## config.mk

```make
export PLATFORM = sky130hd
export DESIGN_NAME = ooo_slice_top
export DESIGN_NICKNAME = d
export VERILOG_FILES = /design/src/ooo_pkg.sv /design/src/pipeline_ctrl.sv /design/src/rename_map.sv /design/src/issue_queue.sv /design/src/exec_unit.sv /design/src/rob_store.sv /design/src/phys_regfile.sv /design/src/ooo_slice_top.sv
export SDC_FILE = /design/constraint.sdc
export NUM_CORES = 2
export LEC_CHECK = 0
export BUFFER_PORTS_ARGS = -buffer_cell sky130_fd_sc_hd__buf_2
export CAP_MARGIN = 20
export CORE_ASPECT_RATIO = 1.2
export CORE_MARGIN = 2
export CORE_UTILIZATION = 30
export DETAILED_ROUTE_END_ITERATION = 12
export SLEW_MARGIN = 20
export SYNTH_ARGS = -nofsm -noshare
export SYNTH_HDL_FRONTEND = slang
export SYNTH_SLANG_ARGS = --single-unit
export TNS_END_PERCENT = 20
```

## constraint.sdc

```tcl
create_clock -name clk -period 26.7 [get_ports clk]
set_input_delay 1.335 -clock clk [delete_from_list [all_inputs] [get_ports clk]]
set_output_delay 1.335 -clock clk [all_outputs]
set_load 0.01 [all_outputs]
```

## src/ooo_pkg.sv

```systemverilog
package ooo_pkg;

    // ====================
    // Sizes
    // ====================
    localparam int xlen       = 32;
    localparam int arch_regs  = 8;
    localparam int phys_regs  = 16;
    localparam int rob_depth  = 8;
    localparam int iq_depth   = 4;
    localparam int mul_stages = 3;

    typedef logic [2:0] areg_t;
    typedef logic [3:0] preg_t;
    typedef logic [2:0] rob_idx_t;

    // ====================
    // Operations
    // ====================
    typedef enum logic [2:0] {
        op_add = 3'd0,
        op_sub = 3'd1,
        op_and = 3'd2,
        op_or  = 3'd3,
        op_xor = 3'd4,
        op_mul = 3'd5,
        op_li  = 3'd6
    } op_t;

    // Decoded instruction at the input
    typedef struct packed {
        op_t         op;
        areg_t       rd;
        areg_t       rs1;
        areg_t       rs2;
        logic [15:0] imm;
    } inst_t;

    // Rename result, rdy bits already include a same-cycle result
    typedef struct packed {
        preg_t prs1;
        preg_t prs2;
        logic  rdy1;
        logic  rdy2;
        preg_t prd;
        preg_t old_prd;
    } renamed_t;

    typedef struct packed {
        op_t         op;
        preg_t       prs1;
        preg_t       prs2;
        preg_t       prd;
        rob_idx_t    rob_idx;
        logic [15:0] imm;
    } issue_t;

    // One lane of the result bus
    typedef struct packed {
        logic            valid;
        preg_t           prd;
        rob_idx_t        rob_idx;
        logic [xlen-1:0] value;
    } cdb_t;

    typedef struct packed {
        areg_t           rd;
        logic [xlen-1:0] value;
    } retire_t;

endpackage

```

## src/pipeline_ctrl.sv

```systemverilog
`timescale 1ns/1ps

module pipeline_ctrl (
    input  logic              clk,
    input  logic              rst_n,
    input  logic              in_valid,
    output logic              in_ready,
    output logic              retire_valid,
    input  logic              retire_ready,
    input  logic              free_avail,
    input  logic              iq_full,
    input  logic              head_done,
    input  ooo_pkg::preg_t    head_old_prd,
    output logic              alloc_fire,
    output ooo_pkg::rob_idx_t alloc_idx,
    output ooo_pkg::rob_idx_t head_idx,
    output logic              free_en,
    output ooo_pkg::preg_t    free_prd
);
    import ooo_pkg::*;

    rob_idx_t   head_q;
    rob_idx_t   tail_q;
    logic [3:0] count_q;
    logic       rob_room;
    logic       retire_fire;

    // Occupancy runs 0 to rob_depth, one bit wider than the index
    assign rob_room   = (count_q != 4'(rob_depth));
    assign in_ready   = free_avail && rob_room && !iq_full;
    assign alloc_fire = in_valid && in_ready;
    assign alloc_idx  = tail_q;

    // Done bit of an empty head slot is left over from the last retire
    assign retire_valid = head_done && (count_q != 4'd0);
    assign retire_fire  = retire_valid && retire_ready;
    assign head_idx     = head_q;

    // Retiring frees the previous mapping of rd
    assign free_en  = retire_fire;
    assign free_prd = head_old_prd;

    always_ff @(posedge clk) begin
        if (!rst_n) begin
            head_q  <= '0;
            tail_q  <= '0;
            count_q <= '0;
        end else begin
            if (alloc_fire) begin
                tail_q <= tail_q + 1'b1;
            end
            if (retire_fire) begin
                head_q <= head_q + 1'b1;
            end
            case ({alloc_fire, retire_fire})
                2'b10:   count_q <= count_q + 1'b1;
                2'b01:   count_q <= count_q - 1'b1;
                default: count_q <= count_q;
            endcase
        end
    end

endmodule

```

## src/rename_map.sv

```systemverilog
`timescale 1ns/1ps

module rename_map (
    input  logic                clk,
    input  logic                rst_n,
    input  logic                alloc_fire,
    input  ooo_pkg::inst_t      in_inst,
    input  ooo_pkg::cdb_t [1:0] cdb,
    input  logic                free_en,
    input  ooo_pkg::preg_t      free_prd,
    output logic                free_avail,
    output ooo_pkg::renamed_t   renamed
);
    import ooo_pkg::*;

    preg_t                map_q [arch_regs];
    logic [phys_regs-1:0] busy_q;
    logic [phys_regs-1:0] cdb_hit;

    // Free list FIFO, never more than phys_regs - arch_regs entries
    preg_t      free_q [phys_regs-arch_regs];
    logic [2:0] rd_ptr_q;
    logic [2:0] wr_ptr_q;
    logic [3:0] free_cnt_q;

    always_comb begin
        cdb_hit = '0;
        for (int k = 0; k < 2; k++) begin
            if (cdb[k].valid) begin
                cdb_hit[cdb[k].prd] = 1'b1;
            end
        end
    end

    assign free_avail = (free_cnt_q != 4'd0);

    // Sources read the map before this instruction's own update
    assign renamed.prs1    = map_q[in_inst.rs1];
    assign renamed.prs2    = map_q[in_inst.rs2];
    assign renamed.rdy1    = !busy_q[renamed.prs1] || cdb_hit[renamed.prs1];
    assign renamed.rdy2    = !busy_q[renamed.prs2] || cdb_hit[renamed.prs2];
    assign renamed.prd     = free_q[rd_ptr_q];
    assign renamed.old_prd = map_q[in_inst.rd];

    always_ff @(posedge clk) begin
        if (!rst_n) begin
            for (int i = 0; i < arch_regs; i++) begin
                map_q[i] <= preg_t'(i);
            end
            for (int i = 0; i < phys_regs - arch_regs; i++) begin
                free_q[i] <= preg_t'(arch_regs + i);
            end
            busy_q     <= '0;
            rd_ptr_q   <= '0;
            wr_ptr_q   <= '0;
            free_cnt_q <= 4'(phys_regs - arch_regs);
        end else begin
            busy_q <= busy_q & ~cdb_hit;
            if (alloc_fire) begin
                map_q[in_inst.rd]    <= renamed.prd;
                busy_q[renamed.prd]  <= 1'b1;
                rd_ptr_q             <= rd_ptr_q + 1'b1;
            end
            if (free_en) begin
                free_q[wr_ptr_q] <= free_prd;
                wr_ptr_q         <= wr_ptr_q + 1'b1;
            end
            case ({alloc_fire, free_en})
                2'b10:   free_cnt_q <= free_cnt_q - 1'b1;
                2'b01:   free_cnt_q <= free_cnt_q + 1'b1;
                default: free_cnt_q <= free_cnt_q;
            endcase
        end
    end

endmodule

```

## src/issue_queue.sv

```systemverilog
`timescale 1ns/1ps

module issue_queue (
    input  logic                clk,
    input  logic                rst_n,
    input  logic                alloc_fire,
    input  ooo_pkg::rob_idx_t   alloc_idx,
    input  ooo_pkg::inst_t      in_inst,
    input  ooo_pkg::renamed_t   renamed,
    input  ooo_pkg::cdb_t [1:0] cdb,
    output logic                iq_full,
    output logic                issue_valid,
    output ooo_pkg::issue_t     issue
);
    import ooo_pkg::*;

    typedef logic [$clog2(iq_depth)-1:0] slot_t;

    logic [iq_depth-1:0] valid_q;
    logic [iq_depth-1:0] rdy1_q;
    logic [iq_depth-1:0] rdy2_q;
    issue_t              entry_q [iq_depth];
    logic [iq_depth-1:0] wake1;
    logic [iq_depth-1:0] wake2;
    logic [iq_depth-1:0] ready;
    slot_t               free_slot;
    slot_t               sel_slot;
    logic                no_src;

    // ====================
    // Wakeup
    // ====================
    always_comb begin
        wake1 = '0;
        wake2 = '0;
        for (int i = 0; i < iq_depth; i++) begin
            for (int k = 0; k < 2; k++) begin
                if (cdb[k].valid && (cdb[k].prd == entry_q[i].prs1)) begin
                    wake1[i] = 1'b1;
                end
                if (cdb[k].valid && (cdb[k].prd == entry_q[i].prs2)) begin
                    wake2[i] = 1'b1;
                end
            end
        end
    end

    // ====================
    // Select
    // ====================
    assign ready   = valid_q & rdy1_q & rdy2_q;
    assign iq_full = &valid_q;

    // Scan downward so the lowest slot wins
    always_comb begin
        free_slot = '0;
        sel_slot  = '0;
        for (int i = iq_depth - 1; i >= 0; i--) begin
            if (!valid_q[i]) begin
                free_slot = slot_t'(i);
            end
            if (ready[i]) begin
                sel_slot = slot_t'(i);
            end
        end
    end

    assign issue_valid = |ready;
    assign issue       = entry_q[sel_slot];

    // LI has no register sources
    assign no_src = (in_inst.op == op_li);

    always_ff @(posedge clk) begin
        if (!rst_n) begin
            valid_q <= '0;
            rdy1_q  <= '0;
            rdy2_q  <= '0;
        end else begin
            rdy1_q <= rdy1_q | wake1;
            rdy2_q <= rdy2_q | wake2;
            if (issue_valid) begin
                valid_q[sel_slot] <= 1'b0;
            end
            if (alloc_fire) begin
                valid_q[free_slot] <= 1'b1;
                rdy1_q[free_slot]  <= renamed.rdy1 || no_src;
                rdy2_q[free_slot]  <= renamed.rdy2 || no_src;
            end
        end
    end

    always_ff @(posedge clk) begin
        if (alloc_fire) begin
            entry_q[free_slot] <= '{op:      in_inst.op,
                                    prs1:    renamed.prs1,
                                    prs2:    renamed.prs2,
                                    prd:     renamed.prd,
                                    rob_idx: alloc_idx,
                                    imm:     in_inst.imm};
        end
    end

endmodule

```

## src/exec_unit.sv

```systemverilog
`timescale 1ns/1ps

module exec_unit (
    input  logic                      clk,
    input  logic                      rst_n,
    input  logic                      issue_valid,
    input  ooo_pkg::issue_t           issue,
    input  logic [ooo_pkg::xlen-1:0]  src1,
    input  logic [ooo_pkg::xlen-1:0]  src2,
    output ooo_pkg::cdb_t [1:0]       cdb
);
    import ooo_pkg::*;

    logic                  is_mul;
    logic [xlen-1:0]       alu_result;
    logic                  alu_valid_q;
    preg_t                 alu_prd_q;
    rob_idx_t              alu_rob_q;
    logic [xlen-1:0]       alu_value_q;
    logic [mul_stages-1:0] mul_valid_q;
    preg_t                 mul_prd_q   [mul_stages];
    rob_idx_t              mul_rob_q   [mul_stages];
    logic [xlen-1:0]       mul_value_q [mul_stages];

    assign is_mul = (issue.op == op_mul);

    always_comb begin
        case (issue.op)
            op_add:  alu_result = src1 + src2;
            op_sub:  alu_result = src1 - src2;
            op_and:  alu_result = src1 & src2;
            op_or:   alu_result = src1 | src2;
            op_xor:  alu_result = src1 ^ src2;
            op_li:   alu_result = {{(xlen-16){issue.imm[15]}}, issue.imm};
            default: alu_result = '0;
        endcase
    end

    always_ff @(posedge clk) begin
        if (!rst_n) begin
            alu_valid_q <= 1'b0;
            mul_valid_q <= '0;
        end else begin
            alu_valid_q <= issue_valid && !is_mul;
            mul_valid_q <= {mul_valid_q[mul_stages-2:0], issue_valid && is_mul};
        end
    end

    always_ff @(posedge clk) begin
        alu_prd_q   <= issue.prd;
        alu_rob_q   <= issue.rob_idx;
        alu_value_q <= alu_result;
        // Product taken in xlen context, upper half dropped
        mul_prd_q[0]   <= issue.prd;
        mul_rob_q[0]   <= issue.rob_idx;
        mul_value_q[0] <= src1 * src2;
        for (int s = 1; s < mul_stages; s++) begin
            mul_prd_q[s]   <= mul_prd_q[s-1];
            mul_rob_q[s]   <= mul_rob_q[s-1];
            mul_value_q[s] <= mul_value_q[s-1];
        end
    end

    assign cdb[0] = '{valid: alu_valid_q, prd: alu_prd_q,
                      rob_idx: alu_rob_q, value: alu_value_q};
    assign cdb[1] = '{valid: mul_valid_q[mul_stages-1], prd: mul_prd_q[mul_stages-1],
                      rob_idx: mul_rob_q[mul_stages-1], value: mul_value_q[mul_stages-1]};

endmodule

```

## src/rob_store.sv

```systemverilog
`timescale 1ns/1ps

module rob_store (
    input  logic                clk,
    input  logic                rst_n,
    input  logic                alloc_fire,
    input  ooo_pkg::rob_idx_t   alloc_idx,
    input  ooo_pkg::inst_t      in_inst,
    input  ooo_pkg::renamed_t   renamed,
    input  ooo_pkg::cdb_t [1:0] cdb,
    input  ooo_pkg::rob_idx_t   head_idx,
    output logic                head_done,
    output ooo_pkg::preg_t      head_old_prd,
    output ooo_pkg::retire_t    retire_data
);
    import ooo_pkg::*;

    areg_t                rd_q      [rob_depth];
    preg_t                old_prd_q [rob_depth];
    logic [xlen-1:0]      value_q   [rob_depth];
    logic [rob_depth-1:0] done_q;

    // ====================
    // Completion state
    // ====================
    // A completing entry is always in flight, never the one being allocated
    always_ff @(posedge clk) begin
        if (!rst_n) begin
            done_q <= '0;
        end else begin
            if (alloc_fire) begin
                done_q[alloc_idx] <= 1'b0;
            end
            for (int k = 0; k < 2; k++) begin
                if (cdb[k].valid) begin
                    done_q[cdb[k].rob_idx] <= 1'b1;
                end
            end
        end
    end

    // ====================
    // Entry payload
    // ====================
    always_ff @(posedge clk) begin
        if (alloc_fire) begin
            rd_q[alloc_idx]      <= in_inst.rd;
            old_prd_q[alloc_idx] <= renamed.old_prd;
        end
        for (int k = 0; k < 2; k++) begin
            if (cdb[k].valid) begin
                value_q[cdb[k].rob_idx] <= cdb[k].value;
            end
        end
    end

    // Head view, stable until the head pointer moves
    assign head_done    = done_q[head_idx];
    assign head_old_prd = old_prd_q[head_idx];
    assign retire_data  = '{rd: rd_q[head_idx], value: value_q[head_idx]};

endmodule

```

## src/phys_regfile.sv

```systemverilog
`timescale 1ns/1ps

module phys_regfile (
    input  logic                     clk,
    input  logic                     rst_n,
    input  ooo_pkg::cdb_t [1:0]      cdb,
    input  ooo_pkg::preg_t           rtag1,
    input  ooo_pkg::preg_t           rtag2,
    output logic [ooo_pkg::xlen-1:0] rdata1,
    output logic [ooo_pkg::xlen-1:0] rdata2
);
    import ooo_pkg::*;

    logic [xlen-1:0] rf_q [phys_regs];

    // Initial mappings of the architectural registers read as zero
    always_ff @(posedge clk) begin
        if (!rst_n) begin
            for (int i = 0; i < phys_regs; i++) begin
                rf_q[i] <= '0;
            end
        end else begin
            for (int k = 0; k < 2; k++) begin
                if (cdb[k].valid) begin
                    rf_q[cdb[k].prd] <= cdb[k].value;
                end
            end
        end
    end

    assign rdata1 = rf_q[rtag1];
    assign rdata2 = rf_q[rtag2];

endmodule

```

## src/ooo_slice_top.sv

```systemverilog
`timescale 1ns/1ps

module ooo_slice_top (
    input  logic             clk,
    input  logic             rst_n,
    input  logic             in_valid,
    output logic             in_ready,
    input  ooo_pkg::inst_t   in_inst,
    output logic             retire_valid,
    input  logic             retire_ready,
    output ooo_pkg::retire_t retire_data
);
    import ooo_pkg::*;

    // ====================
    // Allocation and retire
    // ====================
    logic     alloc_fire;
    rob_idx_t alloc_idx;
    rob_idx_t head_idx;
    logic     free_avail;
    logic     iq_full;
    logic     head_done;
    preg_t    head_old_prd;
    logic     free_en;
    preg_t    free_prd;
    renamed_t renamed;

    // ====================
    // Issue and results
    // ====================
    logic            issue_valid;
    issue_t          issue;
    logic [xlen-1:0] src1;
    logic [xlen-1:0] src2;
    cdb_t [1:0]      cdb;

    pipeline_ctrl i_pipeline_ctrl (
        .clk          (clk),
        .rst_n        (rst_n),
        .in_valid     (in_valid),
        .in_ready     (in_ready),
        .retire_valid (retire_valid),
        .retire_ready (retire_ready),
        .free_avail   (free_avail),
        .iq_full      (iq_full),
        .head_done    (head_done),
        .head_old_prd (head_old_prd),
        .alloc_fire   (alloc_fire),
        .alloc_idx    (alloc_idx),
        .head_idx     (head_idx),
        .free_en      (free_en),
        .free_prd     (free_prd)
    );

    rename_map i_rename_map (
        .clk        (clk),
        .rst_n      (rst_n),
        .alloc_fire (alloc_fire),
        .in_inst    (in_inst),
        .cdb        (cdb),
        .free_en    (free_en),
        .free_prd   (free_prd),
        .free_avail (free_avail),
        .renamed    (renamed)
    );

    issue_queue i_issue_queue (
        .clk         (clk),
        .rst_n       (rst_n),
        .alloc_fire  (alloc_fire),
        .alloc_idx   (alloc_idx),
        .in_inst     (in_inst),
        .renamed     (renamed),
        .cdb         (cdb),
        .iq_full     (iq_full),
        .issue_valid (issue_valid),
        .issue       (issue)
    );

    // Operands are read in the issue cycle
    phys_regfile i_phys_regfile (
        .clk    (clk),
        .rst_n  (rst_n),
        .cdb    (cdb),
        .rtag1  (issue.prs1),
        .rtag2  (issue.prs2),
        .rdata1 (src1),
        .rdata2 (src2)
    );

    exec_unit i_exec_unit (
        .clk         (clk),
        .rst_n       (rst_n),
        .issue_valid (issue_valid),
        .issue       (issue),
        .src1        (src1),
        .src2        (src2),
        .cdb         (cdb)
    );

    rob_store i_rob_store (
        .clk          (clk),
        .rst_n        (rst_n),
        .alloc_fire   (alloc_fire),
        .alloc_idx    (alloc_idx),
        .in_inst      (in_inst),
        .renamed      (renamed),
        .cdb          (cdb),
        .head_idx     (head_idx),
        .head_done    (head_done),
        .head_old_prd (head_old_prd),
        .retire_data  (retire_data)
    );

endmodule

```

-- Word-level counts from Yosys, hierarchy flattened
Memory sizes are Yosys's and may differ from the RTL's. A register that Yosys moved wholly into a read port is not among the register bits.
Index checks and enable logic that the tools add are counted.
- add/sub/neg operators: 10
- $mul: 1
- $lt $le $gt $ge: 19
- eq/ne operators: 26
- mux-type cells: 104
- bitwise logic cells: 18
- reductions and logical operators: 49
- operators with widths (kind ; count):
    32-bit one-hot mux with 6 select lines ; 1
    4-bit equality test ; 16
    32-bit 2-to-1 mux ; 2
    32-bit OR reduction ; 2
    1-bit 2-to-1 mux ; 49
    16-bit 2-to-1 mux ; 3
    8-bit 2-to-1 mux ; 5
    4-bit 2-to-1 mux ; 9
    32-bit adder ; 1
    32-bit bitwise AND ; 1
    32-bit by 32-bit multiplier with 32-bit output ; 1
    16-bit OR ; 2
    32-bit OR ; 1
    32-bit subtractor ; 1
    32-bit bitwise XOR ; 1
    1-bit logical AND ; 31
    3-bit 2-to-1 mux ; 10
    4-bit by 5-bit less-than comparator with 1-bit output, second input constant ; 5
    16-bit bitwise AND ; 1
    1-bit binary-select mux with 4-bit select ; 4
    3-bit by 4-bit less-than comparator with 1-bit output, second input constant ; 4
    2-bit 2-to-1 mux ; 8
    16-bit inverter ; 1
    8-bit OR ; 2
    31 further kinds ; 66
- bits in registers: 99
- memory bits (writable): 1141
- input bits: 32
- output and inout bits: 37
- logic and storage cells: 253
- memories kept: 10
- memory list (name ; words ; width ; read ports ; clocked after Yosys merged registers in ; write ports ; RTL line ; source):
    i_phys_regfile.rf_q ; 16 ; 32 ; 2 ; 0 ; 16 ; phys_regfile.sv:14 ; logic [xlen-1:0] rf_q [phys_regs];
    i_rob_store.value_q ; 8 ; 32 ; 1 ; 1 ; 2 ; rob_store.sv:20 ; logic [xlen-1:0] value_q [rob_depth];
    i_issue_queue.entry_q ; 4 ; 34 ; 5 ; 0 ; 1 ; issue_queue.sv:22 ; issue_t entry_q [iq_depth];
    i_exec_unit.mul_value_q ; 3 ; 32 ; 3 ; 0 ; 3 ; exec_unit.sv:23 ; logic [xlen-1:0] mul_value_q [mul_stages];
    i_rename_map.free_q ; 8 ; 4 ; 1 ; 1 ; 8 ; rename_map.sv:21 ; preg_t free_q [phys_regs-arch_regs];
    i_rename_map.map_q ; 8 ; 4 ; 3 ; 0 ; 8 ; rename_map.sv:16 ; preg_t map_q [arch_regs];
    +4 memories ; - ; - ; - ; - ; - ; - ;

-- Depth between registers and ports, before layout
- depth after elaboration: 16
- mapped depth: 44
- mapped depth without buffers: 37

-- Hierarchy
Synthesis repeated with hierarchy kept, for this count alone.
- cell total of the unflattened synthesis: 6246
- area, all modules: 79596.3 sq um
- by module, submodules not included (module ; times used ; cells an instance ; area each (sq um) ; sequential area each (sq um)):
    phys_regfile ; 1 ; 1911 ; 29239.3 ; 15374.7
    exec_unit ; 1 ; 2582 ; 22706.8 ; 3062.9
    rob_store ; 1 ; 806 ; 15665.0 ; 9529.1
    issue_queue ; 1 ; 423 ; 6093.3 ; 4324.1
    rename_map ; 1 ; 456 ; 5276.3 ; 2502.4
    pipeline_ctrl ; 1 ; 68 ; 615.6 ; 200.2

-- Worst setup path before layout
No wires, ideal clock.
- path kind: register to register
- start point: register i_issue_queue.valid_q[2]
- end point: memory i_exec_unit.mul_value_q[0][31]
- setup time: 0.072 ns
- data arrival time: 9.288 ns
- data required time: 26.628 ns
- setup slack: 17.341 ns
- stages on the path, launching flop included: 43
- buffers on the path: 9
- clock period less this slack: 9.359 ns
- path through: dfxtp_1 buf_2 and3_1 buf_4 o31ai_2 buf_6 a222oi_1 buf_2 buf_6 buf_6 buf_2 clkbuf_1 and3_1 a31oi_1 a211oi_1 a21o_1 clkbuf_1 clkinv_1 [... 7 more ...] ha_1 ha_1 fa_1 inv_1 fa_1 inv_1 ha_1 and3_1 a2111o_1 nand2_1 o211ai_1 a311oi_1 o21bai_1 a21oi_1 o21ai_0 a21o_1 a21oi_1 xor2_1
- RTL lines (element ; RTL line ; source):
    start: declaration ; issue_queue.sv:19 ; logic [iq_depth-1:0] valid_q;
    start signal: assignment ; issue_queue.sv:76 ; valid_q <= '0;
    start signal: indexed assignment ; issue_queue.sv:83 ; valid_q[sel_slot] <= 1'b0;
    start signal: indexed assignment ; issue_queue.sv:86 ; valid_q[free_slot] <= 1'b1;
    end: declaration ; exec_unit.sv:23 ;

==> results.json <==
{
  "status": "completed",
  "yosysWarnings": 0,
  "drt_iter0_markers": 6917,
  "critPathCaptureType": "flop",
  "placed_area_um2": 84600,
  "worst_setup_path_start_kind": "flop",
  "skew_ns": 0.0538,
  "critPathArrivalTime_ns": 14.13,
  "whs_ns": 0.322,
  "finish.instance_area_um2": 88900,
  "synthCells": 7132,
  "overflow": 0,
  "grt_pass1_vias": 62524,
  "vias": 60714,
  "final_common_cell": "edfxtp_1",
  "slowest_stage": "buf_4",
  "grt_pass1_wl_mm": 441,
  "clock_sinks": 1239,
  "async_flop_share": 0,
  "grt_max_degree": 127,
  "die_w_um": 478,
  "pin_count": 69,
  "finalSetupTns_ns": 0,
  "drv_slew": 0,
  "die_height_um": 573,
  "synth_seq_cells": 1239,
  "post_drt_wl_per_cell_um": 29.1,
  "hp-class": "reg2reg",
  "final_nets": 7557,
  "rows": 208,
  "relSlewSlack": 0.225,
  "antenna_left": 0,
  "synth_cell_types": 108,
  "utilization": 0.332,
  "cts_setup_buffers": 0,
  "multiInputGateArea_um2": 41500,
  "die_area_um2": 274000,
  "drcViolationCount": 0,
  "synthToLayoutAreaGrowth_pct": 9.97,
  "fin_crit_ns": 13.47,
  "finalCritPeriodShare": 0.504,
  "max_freq_mhz": 74.2,
  "io_buffers": 68,
  "max_slew.worst_pin.slew_ns": 1.16,
  "drt_pass1_iterations": 8,
  "critical_path_required_ns": 27.36,
  "syn_nets": 7802,
  "synth.top_cell.area_share": 0.381,
  "cts-root-buf": "clkbuf_16",
  "vias_per_cell": 5.74,
  "finalSetupViolCount": 0,
  "netlist_area_um2": 80800,
  "seq_area_um2": 35100,
  "cts_tree": "built",
  "globalplace.congestion": 0.971,
  "antenna_found_initial": 23,
  "hold_buffers": 0,
  "grt_use_total": 0.220,
  "crit_fanout": 56,
  "crit_top_cell": "fa_1",
  "clk_pin_slew_ns": 0.08,
  "drt_wl_total_mm": 308,
  "clock_latency_ns": 0.78,
  "drive_above_1_share": 0.146,
  "final_cell_mix": "1024 x edfxtp_1, 822 x nand2_1, 523 x a22o_1",
  "start_util": 0.302,
  "cts_inserted_buffers": 119,
  "synth.avg_cell_area_um2": 11.3,
  "synth_flop_cell": "edfxtp_1",
  "cap_violations": 0,
  "yosysSeqAreaShare": 0.434,
  "yosysTopAreaCell": "edfxtp_1",
  "cts_max_path_buffers": 3,
  "fill_cells": 26318,
  "synth_edf_count": 1024,
  "cts_resized": 0,
  "cpPeakStageDelay_ns": 0.83,
  "coreArea_um2": 268000,
  "hold_viol": 0,
  "hpwl_mm": 192,
  "rsz0062_at_grt": "false",
  "cts_max_level": 3,
  "synth.area.top_cells": "edfxtp_1 38%, fa_1 10%, mux2i_1 5.8%",
  "worstSetupPathType": "reg2reg"
}
final cells by class:
type                            count  area share
Antenna cell                        7    0.000197
Clock buffer                      167      0.0382
Clock inverter                     61     0.00963
Inverter                          539      0.0228
Multi-Input combinational cell   4760       0.467
Sequential cell                  1239       0.395
Tap cell                         3570      0.0503
Timing Repair Buffer              228      0.0175
final timing paths:
kind,start,end,slack [ns],cells past startpoint
worst max-delay path,i_issue_queue.valid_q[0],i_exec_unit.mul_value_q[0][31],13.23,37
worst min-delay path,i_exec_unit.mul_value_q[0][22],i_exec_unit.mul_value_q[0][54],0.32,0
worst max register to register,i_issue_queue.valid_q[0],i_exec_unit.mul_value_q[0][31],13.23,37
worst min register to register,i_exec_unit.mul_value_q[0][22],i_exec_unit.mul_value_q[0][54],0.32,0
registers in the layout, summed over array words and instances (netlist names), 7 cells and up, named ones only:
| name | flops |
|---|---|
| i_rename_map.map_q | 32 |
| i_rob_store.old_prd_q | 32 |
| i_exec_unit.alu_value_q | 32 |
| i_phys_regfile.rf_q | 512 |
| i_rename_map.free_q | 32 |
| i_exec_unit.mul_value_q | 96 |
| i_exec_unit.mul_rob_q | 7 |
| i_rob_store.rd_q | 24 |
| i_rename_map.busy_q | 16 |
| i_issue_queue.entry_q | 136 |
| i_exec_unit.mul_prd_q | 9 |
| i_rob_store.value_q | 256 |
| i_rob_store.done_q | 8 |
cells in the mapped netlist (all sizes together) (8+ instances only):
cell type and number:
a221oi 26, a222oi 23, or2 12, nor3 60, nor2b 24, and3 63, mux4 110, o41ai 12
a22o 524, nor2 494, a22oi 14, buf 175, ha 227, dfxtp 215, a41oi 8, and2 27
o31ai 9, o21bai 11, mux2i 472, a21oi 140, inv 522, nand4 10, fa 411, clkbuf 419
a21o 32, a311oi 55, edfxtp 1024, mux2 326, a211oi 58, o21ai 106, xnor2 133, nand2b 21
a31oi 50, o21a 10, a31o 16, nand2 839, or3 13, nand3 219, o211ai 11, xor2 80
o221ai 10, nor4 36, clkinv 17
per-stage QoR:
| step | setup slack [ns] | cells |
|---|---|---|
| global placement | 13.77 | 10336 |
| finish | 13.23 | 10571 |
| CTS | 13.52 | 10564 |
| detailed placement | 13.53 | 10336 |
| floorplan | 17.34 | 7132 |
| global route | 12.65 | 10565 |
metal layers:
metal  vias to the layer above  track usage  routed length (um)
met2                      3753        0.360              143000
met3                      1185       0.0506               31600
met1                     30665        0.258              110000
met4                        24        0.143               23100
li1                      25087            -                   -
met5                         -            0                 143
critical path, delay by kind of cell, from the launching register on:
kind                       cells  cell delay [ns]
adders and majority gates      9             4.26
buffers and inverters          9             3.74
AOI/OAI and AO/OA             13             3.09
and+or+nand+nor                5             1.45
DFF                            1             0.49
xor gates and xnor gates       1             0.11
logic make-up after synthesis:
logic type | after synthesis | share of synthesized area
compound gates | 1153 | 0.112
xor+xnor | 214 | 0.0234
fa+ha+maj | 638 | 0.137
buf+inv | 1133 | 0.0595
flops | 1239 | 0.434
mux | 908 | 0.135
simple gates | 1847 | 0.0996
Power is not shown: default switching activity piles up to over one toggle a cycle in this logic, so the estimate is an artifact.
